[src/verilog/dcache_defines.svh]
`ifndef DCACHE_DEFINES_SVH
`define DCACHE_DEFINES_SVH

// CPU side widths
`define DCACHE_ADDR_WIDTH 32
`define DCACHE_WORD_WIDTH 32

// Geometry, 16 sets of 2 ways with 16-byte lines
`define DCACHE_LINE_WORDS 4
`define DCACHE_SETS       16
`define DCACHE_WAYS       2

`endif

[src/verilog/dcache_pkg.sv]
`default_nettype none

`include "dcache_defines.svh"

package dcache_pkg;

    // Address split
    localparam int BYTE_BITS   = $clog2(`DCACHE_WORD_WIDTH / 8);
    localparam int OFFSET_BITS = $clog2(`DCACHE_LINE_WORDS);
    localparam int INDEX_BITS  = $clog2(`DCACHE_SETS);
    localparam int LINE_BITS   = OFFSET_BITS + BYTE_BITS;
    localparam int TAG_BITS    = `DCACHE_ADDR_WIDTH - INDEX_BITS - LINE_BITS;

    typedef logic [INDEX_BITS-1:0]  index_t;
    typedef logic [OFFSET_BITS-1:0] offset_t;
    typedef logic [TAG_BITS-1:0]    tag_bits_t;
    typedef logic [`DCACHE_WAYS-1:0] way_vec_t;

    typedef struct packed {
        logic      valid;
        logic      dirty;
        tag_bits_t tag;
    } tag_entry_t;

    typedef logic [`DCACHE_LINE_WORDS-1:0][`DCACHE_WORD_WIDTH-1:0] line_t;

    // One CPU access as it moves down the pipeline
    typedef struct packed {
        logic                            read;
        logic                            write;
        logic [`DCACHE_ADDR_WIDTH-1:0]   addr;
        logic [`DCACHE_WORD_WIDTH-1:0]   wdata;
        logic [`DCACHE_WORD_WIDTH/8-1:0] be;
    } stage_req_t;

    function automatic index_t get_index(input logic [`DCACHE_ADDR_WIDTH-1:0] addr);
        return addr[LINE_BITS +: INDEX_BITS];
    endfunction

    function automatic tag_bits_t get_tag(input logic [`DCACHE_ADDR_WIDTH-1:0] addr);
        return addr[`DCACHE_ADDR_WIDTH-1 -: TAG_BITS];
    endfunction

    function automatic offset_t get_offset(input logic [`DCACHE_ADDR_WIDTH-1:0] addr);
        return addr[BYTE_BITS +: OFFSET_BITS];
    endfunction

    // Byte lanes with be set come from new_word
    function automatic logic [`DCACHE_WORD_WIDTH-1:0] merge_bytes(
        input logic [`DCACHE_WORD_WIDTH-1:0]   old_word,
        input logic [`DCACHE_WORD_WIDTH-1:0]   new_word,
        input logic [`DCACHE_WORD_WIDTH/8-1:0] be
    );
        logic [`DCACHE_WORD_WIDTH-1:0] merged;
        merged = old_word;
        for (int b = 0; b < `DCACHE_WORD_WIDTH / 8; b++) begin
            if (be[b]) begin
                merged[8*b +: 8] = new_word[8*b +: 8];
            end
        end
        return merged;
    endfunction

endpackage

`default_nettype wire

[src/verilog/dcache_ram.sv]
`timescale 1ns/1ns
`default_nettype none

// Single write port, single read port, one cycle read latency
module dcache_ram
    import dcache_pkg::*;
#(
    parameter int  DEPTH     = 16,
    parameter type payload_t = logic [31:0]
) (
    input  wire           clk,
    input  wire           we,
    input  wire index_t   waddr,
    input  wire payload_t wdata,
    input  wire           re,
    input  wire index_t   raddr,
    output payload_t      rdata
);
    payload_t mem [DEPTH];

    always_ff @(posedge clk) begin
        if (we) begin
            mem[waddr] <= wdata;
        end
        // Write-first on an address collision, output holds while re is low
        if (re) begin
            if (we && waddr == raddr) begin
                rdata <= wdata;
            end else begin
                rdata <= mem[raddr];
            end
        end
    end
endmodule

`default_nettype wire

[config.mk]
export PLATFORM = sky130hd
export DESIGN_NAME = dcache_ram
export DESIGN_NICKNAME = d
export VERILOG_FILES = /design/src/verilog/dcache_pkg.sv /design/src/verilog/dcache_ram.sv
export VERILOG_INCLUDE_DIRS = /design/src /design/src/verilog
export SDC_FILE = /design/constraint.sdc
export NUM_CORES = 1
export LEC_CHECK = 0
export ABC_AREA = 1
export BUFFER_PORTS_ARGS = -buffer_cell sky130_fd_sc_hd__buf_2
export CAP_MARGIN = 20
export CORE_AREA = 2 2 187 235
export DETAILED_ROUTE_END_ITERATION = 7
export DIE_AREA = 0 0 189 237
export GPL_TIMING_DRIVEN = 0
export PLACE_DENSITY_LB_ADDON = 0.08
export SETUP_SLACK_MARGIN = 0.2
export SYNTH_ARGS = -nofsm -noshare
export SYNTH_HDL_FRONTEND = slang
export SYNTH_SLANG_ARGS = --single-unit
[constraint.sdc]
create_clock -name clk -period 3.7 [get_ports clk]
set_input_delay 0.74 -clock clk [delete_from_list [all_inputs] [get_ports clk]]
set_output_delay 0.74 -clock clk [all_outputs]
set_load 0.01 [all_outputs]
* After elaboration in Yosys (flattened, before gate mapping) *
Memories as Yosys holds them, arrays and structs flattened. A register that Yosys moved wholly into a read port is not among the register bits.
Cells that the tools add are included.

storage, ports and cells
  register bits = 0
  RAM bits = 512
  input bits = 43
  output and inout port bits = 32
  logic and storage cells = 3
  memories = 1

memories
  name  depth  width  rd ports  clocked after memory_dff  wr ports  line              source
  mem   16     32     1         1                         1         dcache_ram.sv:19  payload_t mem [DEPTH];

cells by class
  muxes and demuxes = 2

operators by type and width
  operator          number
  2-to-1 mux 1 bit  2

* Logic depth before layout (Yosys ltp) *
  depth in word-level cells = 2
  gate-level depth with buffers = 12
  depth with buffers taken out = 9

* Worst setup path before layout *
Ideal clock, no wire load.

  path type = input -> register
  from = input port waddr[0]
  to = memory mem[0][0] (netlist bit), enable pin
  library setup time = 0.421 ns
  arrival time = 2.323 ns
  required time = 3.279 ns
  path slack = 0.956 ns
  stages = 3
  path buffers = 0
  path through = inv_1 nand2_1 nor2_1

RTL lines
  what         line              source
  from (decl)  dcache_ram.sv:13  input wire index_t waddr,
  to (decl)    dcache_ram.sv:19

Straight into the memory's write port.

==> flow_summary.ini <==
[power]
vdd_drop_max_v = 0.0003855
powerDensity_mw_per_mm2 = 514.0
power_uw = 13060
leakagePower_uw = 0.009545

[worst_hold_path]
hp-start = wdata[18]
hold_depth = 1
hp-class = input pin to register
worstHoldEndpoint = mem[7][18]

[place]
port-buffer-count = 72
gp_congestion = 0.8424
dp_hpwl_um = 41290

[worst_setup_path]
cp-start-kind = input pin
required_ps = 4020
worst_r2r_endpoint = rdata[0]
path_class = input pin to register
cp-end-kind = register
crit_fanout = 10
arrival_ps = 2670
ff2ff_setup_slack_ps = 2360
rr_worst_depth = 8
rr_startpoint = mem[5][0]

[timing]
max_freq_ghz = 0.4265
relSlewSlack_pct = 29.53
setup_viol = 0
rsz0062_at_grt = no
final-hold-violation-count = 0
maxSlewViolCount = 0
period_needed_ps = 2344
min_period_over_period_pct = 63.36
tightest_slew_ps = 1057
fin_worst_skew_ps = 10.94
fin_setup_tns_ps = 0

[logic_synthesis]
yosysSeqAreaShare_pct = 73.46
synth_nets = 1910
synth_area_mm2 = 0.02224
synth_cells = 1867
postSynthAreaPerCell_um2 = 11.91
yosysUniqueCellTypes = 20
yosysWarnings = 0
synth-seq-cells = 544

[cts]
cts.clk_slew.worst_paths_ps = 60
postCtsSetupBuffers = 0
cts-resized-gates = 0
htreeDepth = 2
clockBufferDepth = 3
clk_latency_ps = 590
cts_tree = done
cts.sinks = 544
holdBufCountCts = 0
cts_root_buffer = clkbuf_16
cts_made_buffers = 51

[drt]
drtAntennaViolNets = 0
vias = 15140
via_per_inst = 5.786
drt_pass1_iterations = 5
drt_wl_total_um = 65460
drc = 0
wl_per_cell_um = 25.02
drt_iter0_markers = 1650

[flow_run]
drv_cap = 0

[global_routing]
grt_pass1_wl_um = 95750
grt_max_degree = 33
grtUsageTotal_pct = 29.69
antenna_found_initial = 0
grt_overflow_total = 0
first_global_vias = 14740

[floorplanning]
fp.dieW_um = 189
io-pin-count = 75
coreArea_mm2 = 0.04265
die_h_um = 237
initial_core_util_pct = 52.14
die-area_mm2 = 0.04479
rows = 85

[final_layout]
final_core_util_pct = 59.59
diodes = 0
fin_nets = 2053
syn2layout_area_growth_pct = 14.28
final_cell_mix = nand2_1, edfxtp_1, nand3_1
layout_commonest_cell = nand2_1
drive_gt1_share_pct = 13.51
fill_cells = 3461

[outcome]
status = complete, no violations
[cell families (layout without fill, tap and decap cells)]
family          after synthesis  count (layout)  synth area share (%)
compound gates                5               5                0.1575
buf+inv                     139             323                 3.905
flops                       544             544                 73.46
simple gates               1179            1179                 22.47
[worst max-delay path, cell delays in order]
cell,delay (ps)
buf_2,200
inv_2,260
o21ai_1,110
a21oi_2,490
nand3_2,310
buf_2,340
nand2_1,110
nand2_1,80
[cell usage after synthesis, drive strengths merged]
cell,n,area share [%]
o21ai,1,0.022
edfxtp,544,73
nand3,389,8.8
a21oi,2,0.079
nand2,742,13
clkbuf,16,0.32
inv,21,0.37
nor2,16,0.27
buf,102,3.2
o22ai,2,0.056
nand4,32,0.90
[area by class of cell]
class | instances | area (um2) | share of cell area [%]
sequential | 544 | 16340 | 64.28
clock buffer | 62 | 1360 | 5.352
multi-input combinational | 1184 | 5152 | 20.28
buffer | 118 | 787.0 | 3.097
clock inverter | 32 | 222.7 | 0.8764
timing repair buffer | 90 | 765.7 | 3.013
inverter | 21 | 81.33 | 0.3200
tap | 565 | 706.9 | 2.782
[stage by stage]
step           hold slack (ps)  cells  setup slack [ps]  instance area [um2]
6_report                 543.3   2616              1356                25410
5_1_grt                  537.0   2616              1389                25410
4_1_cts                  530.6   2616              1413                25410
3_5_place_dp             822.2   2522             809.8                23830
3_3_place_gp             809.4   2504             -1228                23300
2_1_floorplan            763.9   1867             955.7                22240
[per-layer routing]
layer | up-vias | part of all wire (%) | GRT usage [%] | wire length, um
met3 | 164 | 7.9 | 4.180 | 5154
met2 | 748 | 49 | 50.08 | 32170
met4 | 0 | 3.9 | 11.39 | 2539
met5 | - | 0 | 0 | 0
met1 | 7389 | 39 | 39.18 | 25590
li1 | 6834 | - | - | -
[state kept, by name (all words and copies together) (netlist names)]
| name | cells |
|---|---|
| mem | 512 |
| rdata | 32 |
[worst max path at each step]
stage                        start    endpoint  cells past startpoint
after floorplan           waddr[0]   mem[0][0]                      3
after detailed placement  raddr[3]    rdata[3]                      8
after global routing      raddr[3]    rdata[1]                      8
after CTS                 raddr[3]    rdata[3]                      8
final                     raddr[3]    rdata[3]                      8
after global placement    waddr[0]  mem[6][30]                      4
[power breakdown]
part | switching [uW] | total [uW] | internal, uW
sequential | 32.6 | 6980 | 6940
combinational | 739 | 1020 | 278
clock | 2250 | 5070 | 2820
total | 3030 | 13100 | 10000
Note: power is estimated with default switching activity, not from simulation.
