`config.mk`:
```
export PLATFORM = sky130hd
export DESIGN_NAME = dcache_execute_flat
export DESIGN_NICKNAME = d
export VERILOG_FILES = /design/src/verilog/dcache_pkg.sv /design/src/verilog/dcache_if.sv /design/src/verilog/dcache_execute.sv /design/src/flat_wrapper.sv
export VERILOG_INCLUDE_DIRS = /design/src /design/src/verilog
export SDC_FILE = /design/constraint.sdc
export NUM_CORES = 1
export LEC_CHECK = 0
export ABC_AREA = 1
export ABC_CLOCK_PERIOD_IN_PS = 4700
export BUFFER_PORTS_ARGS = -buffer_cell sky130_fd_sc_hd__buf_2
export CORE_AREA = 5 5 371 373
export DETAILED_ROUTE_END_ITERATION = 7
export DIE_AREA = 0 0 376 378
export GPL_TIMING_DRIVEN = 1
export PLACE_DENSITY_LB_ADDON = 0.15
export SYNTH_ARGS = -nofsm -noshare
export SYNTH_HDL_FRONTEND = slang
export SYNTH_SLANG_ARGS = --single-unit
```
`constraint.sdc`:
```
create_clock -name clk -period 4.7 [get_ports clk]
set_clock_uncertainty 0.15 [all_clocks]
set_input_delay 0.705 -clock clk [delete_from_list [all_inputs] [get_ports clk]]
set_output_delay 0.705 -clock clk [all_outputs]
set_load 0.1 [all_outputs]
```
`src/verilog/dcache_defines.svh`:
```
`ifndef DCACHE_DEFINES_SVH
`define DCACHE_DEFINES_SVH

// CPU side widths
`define DCACHE_ADDR_WIDTH 32
`define DCACHE_WORD_WIDTH 32

// Geometry, 16 sets of 2 ways with 16-byte lines
`define DCACHE_LINE_WORDS 4
`define DCACHE_SETS       16
`define DCACHE_WAYS       2

`endif

```
`src/verilog/dcache_pkg.sv`:
```
`default_nettype none

`include "dcache_defines.svh"

package dcache_pkg;

    // Address split
    localparam int BYTE_BITS   = $clog2(`DCACHE_WORD_WIDTH / 8);
    localparam int OFFSET_BITS = $clog2(`DCACHE_LINE_WORDS);
    localparam int INDEX_BITS  = $clog2(`DCACHE_SETS);
    localparam int LINE_BITS   = OFFSET_BITS + BYTE_BITS;
    localparam int TAG_BITS    = `DCACHE_ADDR_WIDTH - INDEX_BITS - LINE_BITS;

    typedef logic [INDEX_BITS-1:0]  index_t;
    typedef logic [OFFSET_BITS-1:0] offset_t;
    typedef logic [TAG_BITS-1:0]    tag_bits_t;
    typedef logic [`DCACHE_WAYS-1:0] way_vec_t;

    typedef struct packed {
        logic      valid;
        logic      dirty;
        tag_bits_t tag;
    } tag_entry_t;

    typedef logic [`DCACHE_LINE_WORDS-1:0][`DCACHE_WORD_WIDTH-1:0] line_t;

    // One CPU access as it moves down the pipeline
    typedef struct packed {
        logic                            read;
        logic                            write;
        logic [`DCACHE_ADDR_WIDTH-1:0]   addr;
        logic [`DCACHE_WORD_WIDTH-1:0]   wdata;
        logic [`DCACHE_WORD_WIDTH/8-1:0] be;
    } stage_req_t;

    function automatic index_t get_index(input logic [`DCACHE_ADDR_WIDTH-1:0] addr);
        return addr[LINE_BITS +: INDEX_BITS];
    endfunction

    function automatic tag_bits_t get_tag(input logic [`DCACHE_ADDR_WIDTH-1:0] addr);
        return addr[`DCACHE_ADDR_WIDTH-1 -: TAG_BITS];
    endfunction

    function automatic offset_t get_offset(input logic [`DCACHE_ADDR_WIDTH-1:0] addr);
        return addr[BYTE_BITS +: OFFSET_BITS];
    endfunction

    // Byte lanes with be set come from new_word
    function automatic logic [`DCACHE_WORD_WIDTH-1:0] merge_bytes(
        input logic [`DCACHE_WORD_WIDTH-1:0]   old_word,
        input logic [`DCACHE_WORD_WIDTH-1:0]   new_word,
        input logic [`DCACHE_WORD_WIDTH/8-1:0] be
    );
        logic [`DCACHE_WORD_WIDTH-1:0] merged;
        merged = old_word;
        for (int b = 0; b < `DCACHE_WORD_WIDTH / 8; b++) begin
            if (be[b]) begin
                merged[8*b +: 8] = new_word[8*b +: 8];
            end
        end
        return merged;
    endfunction

endpackage

`default_nettype wire

```
`src/verilog/dcache_if.sv`:
```
`timescale 1ns/1ns
`default_nettype none

`include "dcache_defines.svh"

// Stage-2 view: the request and everything read from its set
interface dcache_stage_if
    import dcache_pkg::*;
();
    stage_req_t                    s2;
    way_vec_t                      hit;
    tag_entry_t [`DCACHE_WAYS-1:0] tags;
    line_t      [`DCACHE_WAYS-1:0] lines;
    logic                          miss;

    modport decode  (output s2, hit, tags, lines, miss);
    modport result  (input hit, lines);
    modport execute (input s2, hit, tags, lines, miss);
endinterface

// Stage-3 state shared between the miss controller and the data path
interface dcache_fill_if
    import dcache_pkg::*;
();
    stage_req_t s3;
    logic       fwd;
    line_t      refill_buf;
    logic       fill_done;
    // Stage-2 line after way select and forwarding
    line_t      s2_line;

    modport execute (output s3, fwd, refill_buf, fill_done, input s2_line);
    modport result  (input s3, fwd, refill_buf, output s2_line);
endinterface

`default_nettype wire

```
`src/verilog/dcache_execute.sv`:
```
`timescale 1ns/1ns
`default_nettype none

`include "dcache_defines.svh"

module dcache_execute
    import dcache_pkg::*;
(
    input  wire                              clk,
    input  wire                              rst,
    dcache_stage_if.execute                  stage,
    dcache_fill_if.execute                   fill,
    input  wire line_t                       merged_line,
    output logic                             stall,
    output way_vec_t                         ram_we,
    output index_t                           ram_waddr,
    output tag_entry_t                       tag_wdata,
    output logic                             mem_rd,
    output logic                             mem_wr,
    output logic [`DCACHE_ADDR_WIDTH-1:0]    mem_addr,
    output logic [`DCACHE_WORD_WIDTH-1:0]    mem_wdata,
    input  wire                              mem_rvalid,
    input  wire [`DCACHE_WORD_WIDTH-1:0]     mem_rdata,
    input  wire                              mem_wready
);
    localparam int WAY_BITS = $clog2(`DCACHE_WAYS);

    typedef enum logic [2:0] {
        SWEEP,
        IDLE,
        WRITEBACK,
        REFILL,
        FINISH
    } state_t;

    state_t              state;
    stage_req_t          s3;
    logic                s3_miss;
    way_vec_t            s3_hit;
    logic [WAY_BITS-1:0] victim_way;
    tag_entry_t          victim_tag;
    line_t               line_buf;
    offset_t             burst_cnt;
    index_t              sweep_cnt;
    logic [7:0]          lfsr;
    logic                advance;
    logic                write_hit;
    logic                last_beat;
    logic                victim_patch;
    logic [WAY_BITS-1:0] new_victim;

    assign stall      = state != IDLE || s3_miss;
    assign advance    = !stall;
    assign write_hit  = s3.write && |s3_hit;
    assign last_beat  = burst_cnt == offset_t'(`DCACHE_LINE_WORDS - 1);
    assign new_victim = lfsr[WAY_BITS-1:0];

    // Victim set is being written by the stage-3 hit in this same cycle
    assign victim_patch = write_hit && s3_hit[new_victim]
                          && get_index(s3.addr) == get_index(stage.s2.addr);

    assign fill.s3         = s3;
    assign fill.refill_buf = line_buf;
    assign fill.fill_done  = state == FINISH;
    assign fill.fwd = s3.write && (stage.s2.read || stage.s2.write)
                      && s3.addr[`DCACHE_ADDR_WIDTH-1:LINE_BITS]
                         == stage.s2.addr[`DCACHE_ADDR_WIDTH-1:LINE_BITS];

    always_ff @(posedge clk) begin
        if (rst) begin
            state     <= SWEEP;
            sweep_cnt <= '0;
            burst_cnt <= '0;
            lfsr      <= 8'h01;
            s3.read   <= 1'b0;
            s3.write  <= 1'b0;
            s3_miss   <= 1'b0;
        end else begin
            case (state)
                SWEEP: begin
                    sweep_cnt <= sweep_cnt + 1'b1;
                    if (sweep_cnt == index_t'(`DCACHE_SETS - 1)) begin
                        state <= IDLE;
                    end
                end
                IDLE: begin
                    if (s3_miss) begin
                        state <= (victim_tag.valid && victim_tag.dirty) ? WRITEBACK : REFILL;
                    end
                end
                WRITEBACK: begin
                    if (mem_wready) begin
                        burst_cnt <= burst_cnt + 1'b1;
                        if (last_beat) begin
                            state <= REFILL;
                        end
                    end
                end
                REFILL: begin
                    if (mem_rvalid) begin
                        burst_cnt <= burst_cnt + 1'b1;
                        if (last_beat) begin
                            state <= FINISH;
                        end
                    end
                end
                FINISH: begin
                    state   <= IDLE;
                    s3_miss <= 1'b0;
                end
                default: state <= IDLE;
            endcase

            if (advance) begin
                s3      <= stage.s2;
                s3_miss <= stage.miss;
                // Fibonacci feedback for x^8 + x^6 + x^5 + x^4 + 1
                if (stage.miss) begin
                    lfsr <= {lfsr[6:0], lfsr[7] ^ lfsr[5] ^ lfsr[4] ^ lfsr[3]};
                end
            end
        end
    end

    // Line buffer holds the hit line, or the victim and then the refill
    always_ff @(posedge clk) begin
        if (advance) begin
            s3_hit     <= stage.hit;
            victim_way <= new_victim;
            if (!stage.miss) begin
                line_buf <= fill.s2_line;
            end else if (victim_patch) begin
                victim_tag <= '{valid: 1'b1, dirty: 1'b1, tag: get_tag(s3.addr)};
                line_buf   <= merged_line;
            end else begin
                victim_tag <= stage.tags[new_victim];
                line_buf   <= stage.lines[new_victim];
            end
        end else if (state == REFILL && mem_rvalid) begin
            line_buf[burst_cnt] <= mem_rdata;
        end
    end

    always_comb begin
        ram_we    = '0;
        ram_waddr = get_index(s3.addr);
        tag_wdata = '{valid: 1'b1, dirty: s3.write, tag: get_tag(s3.addr)};
        case (state)
            SWEEP: begin
                ram_we    = '1;
                ram_waddr = sweep_cnt;
                tag_wdata = '0;
            end
            IDLE: begin
                if (write_hit) begin
                    ram_we = s3_hit;
                end
            end
            FINISH:  ram_we[victim_way] = 1'b1;
            default: ram_we = '0;
        endcase
    end

    assign mem_rd    = state == REFILL;
    assign mem_wr    = state == WRITEBACK;
    assign mem_wdata = line_buf[burst_cnt];
    assign mem_addr  = mem_wr
        ? {victim_tag.tag, get_index(s3.addr), {LINE_BITS{1'b0}}}
        : {s3.addr[`DCACHE_ADDR_WIDTH-1:LINE_BITS], {LINE_BITS{1'b0}}};
endmodule

`default_nettype wire

```
`src/flat_wrapper.sv`:
```
// flat-port wrapper written by rule: the top's interface ports become plain ports
module dcache_execute_flat import dcache_pkg::*;
  (clk, rst, merged_line, stall, ram_we, ram_waddr, tag_wdata, mem_rd, mem_wr, mem_addr, mem_wdata, mem_rvalid, mem_rdata, mem_wready, stage_s2, stage_hit, stage_tags, stage_lines, stage_miss, fill_s3, fill_fwd, fill_refill_buf, fill_fill_done, fill_s2_line);
  dcache_stage_if stage_i ();
  dcache_fill_if fill_i ();
  input  wire clk;
  input  wire rst;
  input  wire line_t merged_line;
  output logic stall;
  output way_vec_t ram_we;
  output index_t ram_waddr;
  output tag_entry_t tag_wdata;
  output logic mem_rd;
  output logic mem_wr;
  output logic [`DCACHE_ADDR_WIDTH-1:0] mem_addr;
  output logic [`DCACHE_WORD_WIDTH-1:0] mem_wdata;
  input  wire mem_rvalid;
  input  wire [`DCACHE_WORD_WIDTH-1:0] mem_rdata;
  input  wire mem_wready;
  input wire logic [$bits(stage_i.s2)-1:0] stage_s2;
  input wire logic [$bits(stage_i.hit)-1:0] stage_hit;
  input wire logic [$bits(stage_i.tags)-1:0] stage_tags;
  input wire logic [$bits(stage_i.lines)-1:0] stage_lines;
  input wire logic [$bits(stage_i.miss)-1:0] stage_miss;
  output wire logic [$bits(fill_i.s3)-1:0] fill_s3;
  output wire logic [$bits(fill_i.fwd)-1:0] fill_fwd;
  output wire logic [$bits(fill_i.refill_buf)-1:0] fill_refill_buf;
  output wire logic [$bits(fill_i.fill_done)-1:0] fill_fill_done;
  input wire logic [$bits(fill_i.s2_line)-1:0] fill_s2_line;
  assign stage_i.s2 = stage_s2;
  assign stage_i.hit = stage_hit;
  assign stage_i.tags = stage_tags;
  assign stage_i.lines = stage_lines;
  assign stage_i.miss = stage_miss;
  assign fill_s3 = fill_i.s3;
  assign fill_fwd = fill_i.fwd;
  assign fill_refill_buf = fill_i.refill_buf;
  assign fill_fill_done = fill_i.fill_done;
  assign fill_i.s2_line = fill_s2_line;
  dcache_execute u_core (.clk(clk), .rst(rst), .stage(stage_i), .fill(fill_i), .merged_line(merged_line), .stall(stall), .ram_we(ram_we), .ram_waddr(ram_waddr), .tag_wdata(tag_wdata), .mem_rd(mem_rd), .mem_wr(mem_wr), .mem_addr(mem_addr), .mem_wdata(mem_wdata), .mem_rvalid(mem_rvalid), .mem_rdata(mem_rdata), .mem_wready(mem_wready));
endmodule
```
# After elaboration in Yosys (flattened, before gate mapping)
# Index checks and enable logic that the tools add are counted.
# W data, S select, Z words.
# classes
n_eq_ne	17
n_bitwise	5
n_addsub	2
reduce_logical	18
mux	36
order_cmp	5
# ops
cell	count
$mux W128	6
$bwmux W128	1
$mux W32	3
$mux W26	3
$bmux W32 S2	1
$demux W32 S2	1
$eq A28 B28 Y1	1
$mux W24	1
$mux W3	6
$ne A2 B1 Y1 const B	6
$pmux W3 S4	1
$logic_and A1 B1 Y1	9
$eq A3 B2 Y1 const B	2
$mux W1	6
$mux W2	3
$pmux W2 S3	1
$reduce_and A6 Y1	1
$add A4 B1 Y4 const B	1
$eq A4 B4 Y1	1
$eq A4 B4 Y1 const B	1
$lt A1 B2 Y1 const B	2
$mux W4	1
$ne A2 B2 Y1 const B	2
$pmux W2 S2	1
17 further kinds	22
# totals
output_inout_bits	299
input_bits	673
ff_bits	245

# Logic depth before layout (Yosys ltp)
# logic_depth
depth_word	7
depth_mapped	11
mapped_depth_nobuf	10

# Worst setup path after synthesis
# OpenSTA, ideal clock, no wires.
# synth_path
path_kind	reg-to-reg
startpoint	reg u_core.state[2]
endpoint	reg u_core.line_buf (netlist bit u_core.fill.refill_buf[100]) (enable)
arrival_time_ns	4.428
period_less_slack_ns	5.044
slack_ns	-0.344
required_ns	4.084
path_stages_with_launch	6
path_buffers	0
cell_sequence	dfxtp_1 inv_2 nand2_1 nor2_1 nand2_1 o21ai_0
# synth_via
elab_chain_len	3
# synth_rtl
item	line	source
start, declared	dcache_execute.sv:36	state_t state;
start signal, assigned	dcache_execute.sv:88	state <= (victim_tag.valid && victim_tag.dirty) ? WRITEBACK : REFILL;
$eq A3 B2 Y1	-	
net mem_rd	flat_wrapper.sv:13	output logic mem_rd;
$logic_and A1 B1 Y1	dcache_execute.sv:139	end else if (state == REFILL && mem_rvalid) begin
$ne A2 B1 Y1 (no source line)	-	
end signal, assigned	dcache_execute.sv:134	line_buf <= merged_line;
end signal, assigned	dcache_execute.sv:137	line_buf <= stage.lines[new_victim];
end signal, assigned by index	dcache_execute.sv:140	line_buf[burst_cnt] <= mem_rdata;
end, declared	dcache_execute.sv:42	line_t line_buf;
# The timed path passes the listed nets, and every way through them passes these cells.
# A chain may end at the register's enable or synchronous reset.

# Final worst setup path
# layout_path
startpoint	reg u_core.state[2]
endpoint	out mem_addr[10]
# layout_via
elab_chain_len	2
# layout_rtl
item	line	source
$eq A3 B2 Y1	dcache_execute.sv:165	assign mem_wr = state == WRITEBACK;
$mux W32	dcache_execute.sv:167	assign mem_addr = mem_wr
end, declared	flat_wrapper.sv:15	output logic [`DCACHE_ADDR_WIDTH-1:0] mem_addr;
# No other way between the ends.

==> reports/metrics.yaml <==
final_layout:
  area_growth_pct: 48.0
  fin_nets: 3950
  layout_commonest_cell: "buf_2"
  final_cell_mix: "buf_2 (966), nand2_1 (907), nor2_1 (399), nand3_1 (269), edfxtp_1 (225)"
  stdcell_count: 5122
  post-route-util: 0.184
  fillers: 15634
  drive_above_1_share: 0.329
status:
  status: "finished clean"
sta:
  setup_viol: 0
  maxSlewHeadroom: 0.303
  timing.final.crit_period_ps: 3730
  drv_slew: 0
  rsz0062_at_grt: "no"
  worst_pin_slew_ps: 1050
  clock.fmax_mhz: 268
  fin_crit_sh: 0.794
  fin_ws_ps: 967
  setup-tns-final_ps: 0
  hold_viol: 0
clock_tree:
  clk_latency_ps: 600
  numCtsBuffers: 39
  htree_levels: 2
  cts_tree: "done"
  cts_buffer_depth: 3
  holdBufCountCts: 0
  post_cts.repair.setup_buffers: 0
  path_clk_slew_ps: 60
  cts_num_sinks: 245
  cts_resized: 0
  root_buffer: "clkbuf_16"
synth:
  async_reset_ff_frac: 0
  ys.flop_type: "edfxtp_1"
  synth.distinct_cells: 29
  syn-mean-instance-area_um2: 6.86
  synth_seq_cells: 245
  ys_seq_area_frac: 0.429
  synth_compound_area_frac: 0.0596
  synth_edf_count: 225
  netlist_instances: 2434
  muxShareOfSynthArea: 0
  synthSimpleGateAreaFrac: 0.429
  netlist_area_mm2: 0.0167
  yosys_warnings: 0
  synthXorXnorAreaFrac: 0.00839
  synth_top_family_by_area: "simple AND/OR/NAND/NOR gates"
  synthAdderAreaFrac: 0.00375
die:
  rows: 135
  die_w_um: 376
  fp.dieH_um: 378
  core-area_mm2: 0.134
  ioPinCount: 972
  initial_core_util: 0.124
  dieArea_mm2: 0.142
route:
  postRouteAntennaNets: 0
  drt_iter0_drc: 1368
  route.detailed.drc: 0
  firstDrtPassIters: 5
  vias: 21014
  avgRoutedWirePerCell_um: 26.7
  wirelength_mm: 137
  routed_via_density: 4.10
critical_path:
  crit_start: "u_core.state[2]"
  critPathRequiredTime_ps: 3850
  startpoint_type: "register"
  path_class: "reg2out"
  arrival_ps: 2880
  reg2reg_from: "u_core.lfsr[0]"
  cp-end-kind: "primary output"
  r2r_slack_ps: 1570
  cp_max_fo: 39
global_routing:
  grt_pass1_vias: 20934
  overflow: 0
  grt_first_pass_wirelength_mm: 179
  grt_usage: 0.181
  antenna_found_initial: 90
  grt_max_degree: 155
power_and_ir_drop:
  finalPower_w: 0.0180
  cellLeakagePower_nw: 11.7
  power.density_mw_per_mm2: 730
  ir_worst_vdd_mv: 0.462
min_path:
  hold_class: "in2reg"
  worstHoldStart: "stage_s2[32]"
placed_design:
  dp_cells: 5012
  hpwlAfterDp_mm: 107
  port_buffers: 967
  pre_cts_slack_ps: 1540
  gp_congestion: 0.853
run:
  cap_violations: 0
[path summary, 6_finish.rpt]
check / endpoint / cells after the start
max reg2reg: u_core.fill.refill_buf[47] / 10
max: mem_addr[10] / 7
min reg2reg: u_core.lfsr[2] / 2
min: u_core.fill.s3[32] / 1
[layout make-up]
cell class / instances / area [um^2] / share of cell area
Clock buffer: 48 / 1020 / 0.0413
Sequential cell: 245 / 7170 / 0.290
Multi-Input combinational cell: 1930 / 8450 / 0.342
Inverter: 55 / 223 / 0.00901
Clock inverter: 21 / 312 / 0.0126
Tap cell: 1781 / 2230 / 0.0902
Timing Repair Buffer: 1001 / 5200 / 0.211
Antenna cell: 41 / 103 / 0.00415
[per-layer routing]
metal,GRT usage,share of wire
met1,0.225,0.42
met3,0.0649,0.092
met5,0,0.0022
met2,0.290,0.46
met4,0.0595,0.030
[sequential cells by signal, summed over array words and instances, names as in the netlist]
register and count:
u_core.s3_miss 1, u_core.victim_tag 26, u_core.state 3, u_core.victim_way 1
u_core.fill.refill_buf 128, u_core.fill.s3 70, u_core.lfsr 8, u_core.sweep_cnt 4
u_core.burst_cnt 2, u_core.s3_hit 2
[report_power, final]
part	switching [W]	total [W]	internal, W
registers	0.000770	0.00393	0.00316
clock network	0.00129	0.00318	0.00189
logic	0.00934	0.0109	0.00158
total	0.0114	0.0180	0.00663
[worst max-delay path: stages, from the launching register on]
cell and delay (ps):
dfxtp_1 350, inv_2 100, nand2_1 150, nor2_4 750, buf_4 310, nand2_1 60
o21ai_0 80, buf_2 460
[metrics by stage]
stage | hold WS, ps | cell area [um^2]
2_1_floorplan | 288 | 16700
3_3_place_gp | 301 | 23300
3_5_place_dp | 304 | 23300
4_1_cts | 64.5 | 24600
5_1_grt | 85.4 | 24700
6_report | 123 | 24700
[synth_stat cells (2+ instances only)]
cell type	n	share of area
ha_1	5	0.0037
nor2_2	4	0.0015
edfxtp_1	225	0.40
nand3_1	269	0.081
inv_2	6	0.0013
nor3_1	2	0.00060
xnor2_1	13	0.0068
o22ai_1	35	0.013
nand4_1	131	0.049
a21oi_1	17	0.0051
buf_4	10	0.0045
buf_1	19	0.0043
clkbuf_1	92	0.021
o211ai_1	2	0.00090
dfxtp_1	20	0.024
buf_2	79	0.024
nor2_1	401	0.090
inv_1	49	0.011
nand3_2	2	0.0012
nand2_1	910	0.20
xor2_1	3	0.0016
a31oi_1	24	0.0090
buf_6	7	0.0047
o21ai_0	104	0.031
[cell families (layout without fill, tap and decap cells)]
family                     count (synthesis)  count (layout)
adders and majority gates                  5               5
other                                      1              45
DFF                                      245             245
buffers and inverters                    262            1125
AOI/OAI and AO/OA                        183             183
xor gates and xnor gates                  16              16
and+or+nand+nor                         1722            1722
Power figures use the tool's default switching activity.
