===== src/verilog/dcache_defines.svh =====
`ifndef DCACHE_DEFINES_SVH
`define DCACHE_DEFINES_SVH

// CPU side widths
`define DCACHE_ADDR_WIDTH 32
`define DCACHE_WORD_WIDTH 32

// Geometry, 16 sets of 2 ways with 16-byte lines
`define DCACHE_LINE_WORDS 4
`define DCACHE_SETS       16
`define DCACHE_WAYS       2

`endif


===== src/verilog/dcache_pkg.sv =====
`default_nettype none

`include "dcache_defines.svh"

package dcache_pkg;

    // Address split
    localparam int BYTE_BITS   = $clog2(`DCACHE_WORD_WIDTH / 8);
    localparam int OFFSET_BITS = $clog2(`DCACHE_LINE_WORDS);
    localparam int INDEX_BITS  = $clog2(`DCACHE_SETS);
    localparam int LINE_BITS   = OFFSET_BITS + BYTE_BITS;
    localparam int TAG_BITS    = `DCACHE_ADDR_WIDTH - INDEX_BITS - LINE_BITS;

    typedef logic [INDEX_BITS-1:0]  index_t;
    typedef logic [OFFSET_BITS-1:0] offset_t;
    typedef logic [TAG_BITS-1:0]    tag_bits_t;
    typedef logic [`DCACHE_WAYS-1:0] way_vec_t;

    typedef struct packed {
        logic      valid;
        logic      dirty;
        tag_bits_t tag;
    } tag_entry_t;

    typedef logic [`DCACHE_LINE_WORDS-1:0][`DCACHE_WORD_WIDTH-1:0] line_t;

    // One CPU access as it moves down the pipeline
    typedef struct packed {
        logic                            read;
        logic                            write;
        logic [`DCACHE_ADDR_WIDTH-1:0]   addr;
        logic [`DCACHE_WORD_WIDTH-1:0]   wdata;
        logic [`DCACHE_WORD_WIDTH/8-1:0] be;
    } stage_req_t;

    function automatic index_t get_index(input logic [`DCACHE_ADDR_WIDTH-1:0] addr);
        return addr[LINE_BITS +: INDEX_BITS];
    endfunction

    function automatic tag_bits_t get_tag(input logic [`DCACHE_ADDR_WIDTH-1:0] addr);
        return addr[`DCACHE_ADDR_WIDTH-1 -: TAG_BITS];
    endfunction

    function automatic offset_t get_offset(input logic [`DCACHE_ADDR_WIDTH-1:0] addr);
        return addr[BYTE_BITS +: OFFSET_BITS];
    endfunction

    // Byte lanes with be set come from new_word
    function automatic logic [`DCACHE_WORD_WIDTH-1:0] merge_bytes(
        input logic [`DCACHE_WORD_WIDTH-1:0]   old_word,
        input logic [`DCACHE_WORD_WIDTH-1:0]   new_word,
        input logic [`DCACHE_WORD_WIDTH/8-1:0] be
    );
        logic [`DCACHE_WORD_WIDTH-1:0] merged;
        merged = old_word;
        for (int b = 0; b < `DCACHE_WORD_WIDTH / 8; b++) begin
            if (be[b]) begin
                merged[8*b +: 8] = new_word[8*b +: 8];
            end
        end
        return merged;
    endfunction

endpackage

`default_nettype wire


===== src/verilog/dcache_if.sv =====
`timescale 1ns/1ns
`default_nettype none

`include "dcache_defines.svh"

// Stage-2 view: the request and everything read from its set
interface dcache_stage_if
    import dcache_pkg::*;
();
    stage_req_t                    s2;
    way_vec_t                      hit;
    tag_entry_t [`DCACHE_WAYS-1:0] tags;
    line_t      [`DCACHE_WAYS-1:0] lines;
    logic                          miss;

    modport decode  (output s2, hit, tags, lines, miss);
    modport result  (input hit, lines);
    modport execute (input s2, hit, tags, lines, miss);
endinterface


`default_nettype wire


===== src/verilog/dcache_decode.sv =====
`timescale 1ns/1ns
`default_nettype none

`include "dcache_defines.svh"

module dcache_decode
    import dcache_pkg::*;
(
    input  wire                                  clk,
    input  wire                                  rst,
    input  wire                                  cpu_read,
    input  wire                                  cpu_write,
    input  wire [`DCACHE_ADDR_WIDTH-1:0]         cpu_addr,
    input  wire [`DCACHE_WORD_WIDTH-1:0]         cpu_wdata,
    input  wire [`DCACHE_WORD_WIDTH/8-1:0]       cpu_byteenable,
    input  wire                                  stall,
    output index_t                               ram_raddr,
    input  wire tag_entry_t [`DCACHE_WAYS-1:0]   tag_rdata,
    input  wire line_t [`DCACHE_WAYS-1:0]        line_rdata,
    dcache_stage_if.decode                       stage
);
    stage_req_t s2;
    logic       s2_valid;

    // Hold the stage-2 set while stalled so a refill can be re-read
    assign ram_raddr = stall ? get_index(s2.addr) : get_index(cpu_addr);

    always_ff @(posedge clk) begin
        if (rst) begin
            s2.read  <= 1'b0;
            s2.write <= 1'b0;
        end else if (!stall) begin
            s2.read  <= cpu_read;
            s2.write <= cpu_write;
            s2.addr  <= cpu_addr;
            s2.wdata <= cpu_wdata;
            s2.be    <= cpu_byteenable;
        end
    end

    assign s2_valid = s2.read || s2.write;

    // Tag compare across all ways
    always_comb begin
        for (int w = 0; w < `DCACHE_WAYS; w++) begin
            stage.hit[w] = s2_valid && tag_rdata[w].valid
                           && tag_rdata[w].tag == get_tag(s2.addr);
        end
    end

    assign stage.miss  = s2_valid && !(|stage.hit);
    assign stage.s2    = s2;
    assign stage.tags  = tag_rdata;
    assign stage.lines = line_rdata;
endmodule

`default_nettype wire


===== src/flat_wrapper.sv =====
// flat-port wrapper written by rule: the top's interface ports become plain ports
module dcache_decode_flat import dcache_pkg::*;
  (clk, rst, cpu_read, cpu_write, cpu_addr, cpu_wdata, cpu_byteenable, stall, ram_raddr, tag_rdata, line_rdata, stage_s2, stage_hit, stage_tags, stage_lines, stage_miss);
  dcache_stage_if stage_i ();
  input  wire clk;
  input  wire rst;
  input  wire cpu_read;
  input  wire cpu_write;
  input  wire [`DCACHE_ADDR_WIDTH-1:0] cpu_addr;
  input  wire [`DCACHE_WORD_WIDTH-1:0] cpu_wdata;
  input  wire [`DCACHE_WORD_WIDTH/8-1:0] cpu_byteenable;
  input  wire stall;
  output index_t ram_raddr;
  input  wire tag_entry_t [`DCACHE_WAYS-1:0] tag_rdata;
  input  wire line_t [`DCACHE_WAYS-1:0] line_rdata;
  output wire logic [$bits(stage_i.s2)-1:0] stage_s2;
  output wire logic [$bits(stage_i.hit)-1:0] stage_hit;
  output wire logic [$bits(stage_i.tags)-1:0] stage_tags;
  output wire logic [$bits(stage_i.lines)-1:0] stage_lines;
  output wire logic [$bits(stage_i.miss)-1:0] stage_miss;
  assign stage_s2 = stage_i.s2;
  assign stage_hit = stage_i.hit;
  assign stage_tags = stage_i.tags;
  assign stage_lines = stage_i.lines;
  assign stage_miss = stage_i.miss;
  dcache_decode u_core (.clk(clk), .rst(rst), .cpu_read(cpu_read), .cpu_write(cpu_write), .cpu_addr(cpu_addr), .cpu_wdata(cpu_wdata), .cpu_byteenable(cpu_byteenable), .stall(stall), .ram_raddr(ram_raddr), .tag_rdata(tag_rdata), .line_rdata(line_rdata), .stage(stage_i));
endmodule

===== config.mk =====
export PLATFORM = sky130hd
export DESIGN_NAME = dcache_decode_flat
export DESIGN_NICKNAME = d
export VERILOG_FILES = /design/src/verilog/dcache_pkg.sv /design/src/verilog/dcache_if.sv /design/src/verilog/dcache_decode.sv /design/src/flat_wrapper.sv
export VERILOG_INCLUDE_DIRS = /design/src /design/src/verilog
export SDC_FILE = /design/constraint.sdc
export NUM_CORES = 1
export LEC_CHECK = 0
export ABC_AREA = 1
export BUFFER_PORTS_ARGS = -buffer_cell sky130_fd_sc_hd__buf_4
export CAP_MARGIN = 20
export CORE_AREA = 2 2 296 298
export CTS_CLUSTER_SIZE = 25
export DETAILED_ROUTE_END_ITERATION = 7
export DIE_AREA = 0 0 298 300
export PLACE_DENSITY_LB_ADDON = 0.08
export SLEW_MARGIN = 20
export SYNTH_ARGS = -nofsm -noshare
export SYNTH_HDL_FRONTEND = slang
export SYNTH_SLANG_ARGS = --single-unit
export TNS_END_PERCENT = 50

===== constraint.sdc =====
create_clock -name clk -period 5.71 [get_ports clk]
set_input_delay 1.142 -clock clk [delete_from_list [all_inputs] [get_ports clk]]
set_output_delay 1.142 -clock clk [all_outputs]
set_load 0.01 [all_outputs]

Yosys cells after proc, flatten, opt, wreduce, memory -nomap -nowiden. Cells that the tools add are included. Widths: inputs -> output; s select.

Register bits after elaboration: 70. Output and inout port bits: 385. Word-level logic and storage cells: 19. Input bits: 381.

Multiplexer cells: 1. Reductions and logical operators: 9. Equal/unequal tests: 2. Bitwise logic cells: 2.

Operators by type and width (number): $eq 24x24->1 (2); $logic_and 1x1->1 (5); $mux 4 (1); $not 1->1 (2); $reduce_and 2->1 (1); $reduce_or 2->1 (1); $logic_not 1->1 (1); $logic_or 1x1->1 (1).

Longest topological paths before layout. Gate-level depths: netlist (run 1).

Depth in word-level cells: 6. Depth in mapped cells: 9. Mapped depth without buffers: 9.

Worst setup path after synthesis (run 1). No wires, ideal clock.

Kind: input to register. Start: in stall. End: reg, netlist name u_core.stage.s2[0]. Stages on the path: 2. Arrival time: 4.164 ns. Buffers on the path: 1. Setup time: 0.495 ns. Path slack: 1.051 ns. Data required time: 5.215 ns. Cell sequence: buf_2 nor2_1.

Word-level cells in the longest chain between the ends: 2.

RTL lines: start: declaration (line flat_wrapper.sv:12) `input wire stall;`; $not 1->1 (no line); $reduce_and 2->1 (no line).

Every way passes these cells. A chain may end at the register's enable or synchronous reset.

Worst setup path after layout (run 1).
Start: in tag_rdata[11] (netlist name). End: out stage_miss.

Word-level cells in the longest chain between the ends: 5.

RTL lines: start: declaration (line flat_wrapper.sv:14) `` input wire tag_entry_t [`DCACHE_WAYS-1:0] tag_rdata; ``; $eq 24x24->1 (line dcache_decode.sv:47) `&& tag_rdata[w].tag == get_tag(s2.addr);`; $logic_and 1x1->1 (line dcache_decode.sv:47); $reduce_or 2->1 (line dcache_decode.sv:51) `assign stage.miss = s2_valid && !(|stage.hit);`; $logic_not 1->1 (line dcache_decode.sv:51); $logic_and 1x1->1 (line dcache_decode.sv:51); end: declaration (line flat_wrapper.sv:20) `output wire logic [$bits(stage_i.miss)-1:0] stage_miss;`.

Every way passes these cells.

==> results.tsv, run 1 <==
metric	value	unit
status	completed	
RSZ-0062 raised after global routing	false	
CTS Sinks	70	
drt pass-1 iters	4	
Hold WS	0.535	ns
Design Area, Final	6860	sq um
dominant cell type by area after synthesis	buf_4	
post-synth top area share	41.5	%
clk root buf	clkbuf_16	
starting density of the core	6.46	%
critical path arrival	2.58	ns
initial antenna violation count	7	
Sw Pwr	0.484	mW
H-tree depth	3	
largest family of logic cells by synthesized area	buffers and inverters	
Hold Buf Count CTS	0	
total CTS buffers	9	
Final Hold Viols	0	
min Tclk post-route	3.72	ns
max cap viols	0	
WP data required	4.57	ns
reg2reg path depth	2	
Rel. slew slack	54.0	%
Worst Setup Start Kind	input port	
post-synthesis sequential area ratio	37.4	%
reg-to-reg endpoint	u_core.stage.s2[68]$_SDFFE_PP0N_	
Avg Cell Area, Syn	8.73	sq um
Synth-to-Final Area Change	23.3	%
Flop pwr share	41.0	%
simple-gate portion of the synthesized area	14.2	%
Post-synth top flop	edfxtp_1	
Cell Area, Synth	5570	sq um
IO Count	766	
width of the die	298	um
Vias	3731	
Compound-Gate Fraction of Synth Area	0.539	%
clk buf depth	2	
post-synthesis adder-cell area fraction	0	%
placed cell area	6590	sq um
Final Skew	0	ns
RR Startpoint	u_core.stage.s2[68]$_SDFFE_PP0N_	
max frequency	269	MHz
proportion of synthesized area in mux cells	0	%
actual slew at the worst max-slew pin	0.690	ns
r2r setup slk	4.94	ns
DRC	0	
Vias per Instance	2.13	
crit path max fanout	2	
setup ws final	1.99	ns
Die Height	300	um
combinational share of power	21.4	%
max reg flops	70	
Syn. warnings	0	
Int Power	1.05	mW
# port buffers	249	
# rows	108	
final wirelength	38200	um
CTS tree	yes	
Global Route Usage Sum	8.31	%
core area	86200	sq um
DPL Wire Length	34000	um
CP Class	in -> out	
switching share of total power	31.6	%
layout cells sized above 1	45.6	%
depth of the worst hold-timing path	2	
synth cell count leaders	308 x buf_4, 107 x nand2_1, 68 x edfxtp_1	
power per cell area	223	nW/um^2
Cells after Synth	638	
biggest regs	u_core.stage.s2: 70 flops	
Pwr Total	1.53	mW
Clk pwr share	37.6	%
RePlAce Congestion	0.651	
Post-Place Worst Slack	1.91	ns
EDFF count, synth	68	
HP Class	reg -> reg	
post-CTS sizing	0	
xor/xnor cell area share of the yosys netlist	2.99	%
vias in the first global route	4185	
NumNets Final	972	
Wirelength per Cell	21.8	um
Period Utilization, post-route	65.2	%
clk slew on worst S/H paths	0.07	ns
antenna-violating nets left	0	
post-CTS setup buffer count	0	
grt ovf	0	
library cells used by synthesis	25	
Hold Path End	u_core.stage.s2[69]$_SDFFE_PP0N_	
largest net degree at the start of global routing	43	
leakage	2.75	nW
worst vdd ir	188	uV
final setup violation count	0	
Synth async-reset ratio	0	%
Worst-Skew Late Latency	0.37	ns
count leader, synth	buf_4	
first-pass GRT wire length	46700	um
Slew Viols, Final	0	
FF+latch count, synth	70	
hold path startpoint	u_core.stage.s2[69]$_SDFFE_PP0N_	
CP Capture Type	output pin	
Sum Neg Setup Slack	0	ns
DR iter-0 viols	146	
Syn Nets	1019	
Top reg by flops	u_core.stage.s2	
Synth area leaders	buf_4 42%, edfxtp_1 37%, nand2_1 7.2%	
Die ar.	89400	sq um
metal layers:
metal  up-vias  global-route usage (%)  wire length [um]
li1       1588                       -                 -
met1      1556                    5.74              9400
met2       450                    14.8             19500
met3       127                    7.58              7530
met4        10                    4.27              1670
met5         -                       0                69
final cells by class:
| type | count | area [sq um] |
|---|---|---|
| clock inverter | 7 | 46.3 |
| inverter | 48 | 180 |
| fill | 10188 | 79300 |
| clock buffer | 9 | 225 |
| tap | 1155 | 1450 |
| antenna | 2 | 5.00 |
| multi-input combinational | 211 | 995 |
| sequential | 70 | 2080 |
| timing repair buffer | 251 | 1880 |
worst max-delay path, stage by stage:
cell and delay, ns:
buf_4 0.12, xnor2_1 0.49, nand3_1 0.19, nor2_1 0.17
nand3_1 0.10, nor2_1 0.15, nor2_1 0.07, buf_4 0.15
power by group through the flow:
stage | registers, mW | logic, mW | clock network, mW
2_1_floorplan | 0.650 | 0.297 | 0
3_3_place_gp | 0.642 | 0.352 | 0
3_5_place_dp | 0.642 | 0.348 | 0
4_1_cts | 0.632 | 0.348 | 0.629
5_1_grt | 0.635 | 0.365 | 0.638
6_report | 0.628 | 0.327 | 0.577
through the flow:
step                util (%)  instances
floorplan                  -        638
global placement        7.64       1735
detailed placement      7.64       1735
CTS                     7.95       1751
global route            7.95       1751
finish                  7.96       1753
layout by cell type, fill, tap and decap left out, drive strengths merged:
cell and instances:
a21oi 1, inv 51, nor3b 3, nor4 1
nor3 6, dfxtp 2, or2 3, buf 251
clkinvlp 1, clkbuf 9, and3b 1, o21ai 2
nand3b 2, edfxtp 68, a211oi 2, and3 1
clkinv 3, nand4 6, diode 2, nor2 48
nand2 109, xnor2 8, nand3 7, xor2 11
worst max path at each step:
stage          cells after the start     startpoint                           end
2_1_floorplan                      2          stall  u_core.stage.s2[0]$_DFFE_PP_
3_3_place_gp                       8  tag_rdata[11]                    stage_miss
3_5_place_dp                       8  tag_rdata[11]                    stage_miss
4_1_cts                            8  tag_rdata[11]                    stage_miss
5_1_grt                            8  tag_rdata[11]                    stage_miss
6_report                           8  tag_rdata[11]                    stage_miss
cell families (layout without fill, tap and decap cells):
logic type | after synthesis | in the layout
other | 0 | 2
AND/OR/NAND/NOR | 187 | 187
buffers and inverters | 357 | 315
XOR/XNOR | 19 | 19
AO/OA/AOI/OAI | 5 | 5
flip-flops | 70 | 70
(Power assumes the default switching activity.)
==> run 2, diff against run 1 <==
ABC_AREA = 0   (was 1)
CORE_AREA = 2 2 300 302   (was 2 2 296 298)
DIE_AREA = 0 0 302 304   (was 0 0 298 300)
clock period = 3.5 ns   (was 5.71 ns; I/O delays follow)
==> run 2 against run 1 <==
Worst hold slack got worse by 0.038 ns. Largest cell class unchanged. Die area up 2.7%. Worst setup slack got worse by 1.6 ns.
==> results.tsv, run 2 <==
metric	value	unit	change
status	completed		
Hold Path End	u_core.stage.s2[15]$_DFFE_PP_		
r2r setup slk	2.87	ns	-2.07 ns
Rel. slew slack	59.6	%	+5.6 points
biggest regs	u_core.stage.s2: 70 flops		
setup ws final	0.374	ns	-1.61 ns
crit path max fanout	3		+1
RePlAce Congestion	0.638		-2.0%
post-synthesis sequential area ratio	41.4	%	+4.0 points
Avg Cell Area, Syn	11.0	sq um	+26%
HP Class	in -> reg		
Clk pwr share	40.1	%	+2.5 points
total CTS buffers	9		unchanged
depth of the worst hold-timing path	1		-1
Period Utilization, post-route	89.3	%	
largest net degree at the start of global routing	31		-28%
cell chain of the critical path	xor2_1, nor4_1, nand3_1, nor4_2, nor3_1, buf_4		
critical path arrival	2.43	ns	-0.15 ns
# port buffers	249		unchanged
post-synth top area share	46.0	%	+4.4 points
DRC	0		unchanged
post-synthesis adder-cell area fraction	0	%	unchanged
# rows	110		+1.9%
WP data required	2.80	ns	-1.77 ns
NumNets Final	798		-18%
hold path startpoint	cpu_wdata[11]		
antenna cells	0		-2
initial antenna violation count	3		-4
RR Startpoint	u_core.stage.s2[68]$_SDFFE_PP0N_		
core area	89000	sq um	+3.3%
Design Area, Final	6440	sq um	-6.2%
combinational share of power	18.1	%	-3.3 points
Wirelength per Cell	19.1	um	-12%
Compound-Gate Fraction of Synth Area	0	%	-0.54 points
Vias	2857		-23%
largest family of logic cells by synthesized area	buffers and inverters		
Post-synth top flop	edfxtp_1		
clk slew on worst S/H paths	0.07	ns	about the same
Synth async-reset ratio	0	%	unchanged
Worst Setup Start Kind	register		
crit path buf inv count	1		-1
Syn. warnings	0		unchanged
Worst-Skew Late Latency	0.37	ns	about the same
first-pass GRT wire length	36900	um	-21%
final core occ	7.23	%	-0.73 points
RSZ-0062 raised after global routing	false		
most common cell after layout, fill and taps aside	buf_4		
max cap viols	0		unchanged
Synth area leaders	buf_4 46%, edfxtp_1 41%, xor2_1 5.6%		
simple-gate portion of the synthesized area	2.89	%	-11 points
Die Height	304	um	+1.3%
final std cells w/o fill	1598		-8.8%
Synth-to-Final Area Change	28.0	%	
Cells after Synth	458		-28%
Top reg by flops	u_core.stage.s2		
final wirelength	30500	um	-20%
DPL Wire Length	27200	um	-20%
worst vdd ir	240	uV	+28%
Die ar.	91800	sq um	+2.7%
max reg flops	70		unchanged
Global Route Usage Sum	6.44	%	-1.9 points
starting density of the core	5.65	%	-0.81 points
dominant cell type by area after synthesis	buf_4		
CP max-delay cell	edfxtp_1		
Int Power	1.78	mW	+69%
antenna-violating nets left	0		unchanged
placed cell count	1582		-8.8%
fill count	10397		+2.1%
grt ovf	0		unchanged
FF+latch count, synth	70		unchanged
Final Hold Viols	0		unchanged
max frequency	320	MHz	
leakage	2.25	nW	-18%
critical path's top delay family	simple AND/OR/NAND/NOR gates		
count leader, synth	buf_4		
CTS Sinks	70		unchanged
drt pass-1 iters	4		unchanged
reg-to-reg endpoint	u_core.stage.s2[68]$_SDFFE_PP0N_		
Sw Pwr	0.677	mW	+40%
placed cell area	6130	sq um	-6.9%
CP Capture Type	output pin		
vias in the first global route	3256		-22%
CTS tree	yes		
EDFF count, synth	68		unchanged
width of the die	302	um	+1.3%
Flop pwr share	41.8	%	+0.8 points
proportion of synthesized area in mux cells	1.29	%	+1.3 points
Final Skew	0	ns	unchanged
IO Count	766		unchanged
DR iter-0 viols	76		-48%
power per cell area	381	nW/um^2	+71%
actual slew at the worst max-slew pin	0.605	ns	-0.0848 ns
final setup violation count	0		unchanged
CP Class	reg -> out		
switching share of total power	27.6	%	-4.0 points
CP peak stage delay	0.51	ns	+0.02 ns
library cells used by synthesis	14		-44%
Vias per Instance	1.79		-16%
Cell Area, Synth	5030	sq um	-9.7%
clk root buf	clkbuf_16		
H-tree depth	3		unchanged
Sum Neg Setup Slack	0	ns	unchanged
most frequent cells in the layout	256 x buf_4, 68 x edfxtp_1, 32 x xor2_1		
xor/xnor cell area share of the yosys netlist	8.36	%	+5.4 points
synth cell count leaders	308 x buf_4, 68 x edfxtp_1, 32 x xor2_1		
Slew Viols, Final	0		unchanged
reg2reg path depth	2		unchanged
layout cells sized above 1	66.1	%	+20 points
Syn Nets	839		-18%
Post-Place Worst Slack	-0.0407	ns	-1.95 ns
min Tclk post-route	3.13	ns	
clk buf depth	2		unchanged
==> run 2: worst max-delay path by stage <==
stage	from	to	slack [ns]	cells past startpoint
finish	u_core.stage.s2[64]$_DFFE_PP_	stage_miss	0.37	6
CTS	u_core.stage.s2[59]$_DFFE_PP_	stage_miss	0.07	6
floorplan	stall	u_core.stage.s2[0]$_DFFE_PP_	0.38	2
detailed placement	tag_rdata[15]	stage_miss	-0.04	7
global route	u_core.stage.s2[59]$_DFFE_PP_	stage_miss	0.08	6
global placement	tag_rdata[15]	stage_miss	0.003	7
==> run 2: layout make-up <==
cell class                      count  area [sq um]  share of cell area [%]
Timing Repair Buffer              257          1940                    30.2
Multi-Input combinational cell     79           651                    10.1
Tap cell                         1176          1470                    22.9
Sequential cell                    70          2080                    32.3
Clock buffer                       11           233                    3.62
Clock inverter                      5          58.8                   0.914
==> run 2: what timing repair did <==
action                     4_1_cts  5_1_grt
buffers inserted                 0        0
gates resized for setup          2        0
setup endpoints to repair        2        0
hold buffers                     0        0
==> run 2: per-layer routing <==
layer,vias up,GRT usage [%],part of all wire (%)
li1,1100,-,-
met1,1227,4.83,26
met2,394,10.3,47
met3,130,5.85,21
met4,6,4.73,6.3
met5,-,0,0.11
==> run 2: cells by family after synthesis <==
logic type,count (synthesis)
flops,70
mux,6
simple gates,25
buf+inv,309
xor+xnor,48
==> run 2: metrics by stage <==
stage | hold slack [ns] | total power, mW
after CTS | 0.452 | 2.57
after global routing | 0.472 | 2.60
final | 0.498 | 2.45
after global placement | 0.557 | 1.52
after detailed placement | 0.564 | 1.51
after floorplan | 0.546 | 1.49
==> run 2: power by group through the flow <==
| stage | combinational, mW | clock [mW] | sequential (mW) |
|---|---|---|---|
| floorplan | 0.435 | 0 | 1.06 |
| global placement | 0.472 | 0 | 1.05 |
| detailed placement | 0.466 | 0 | 1.04 |
| CTS | 0.469 | 1.07 | 1.03 |
| global route | 0.487 | 1.08 | 1.03 |
| finish | 0.444 | 0.984 | 1.02 |
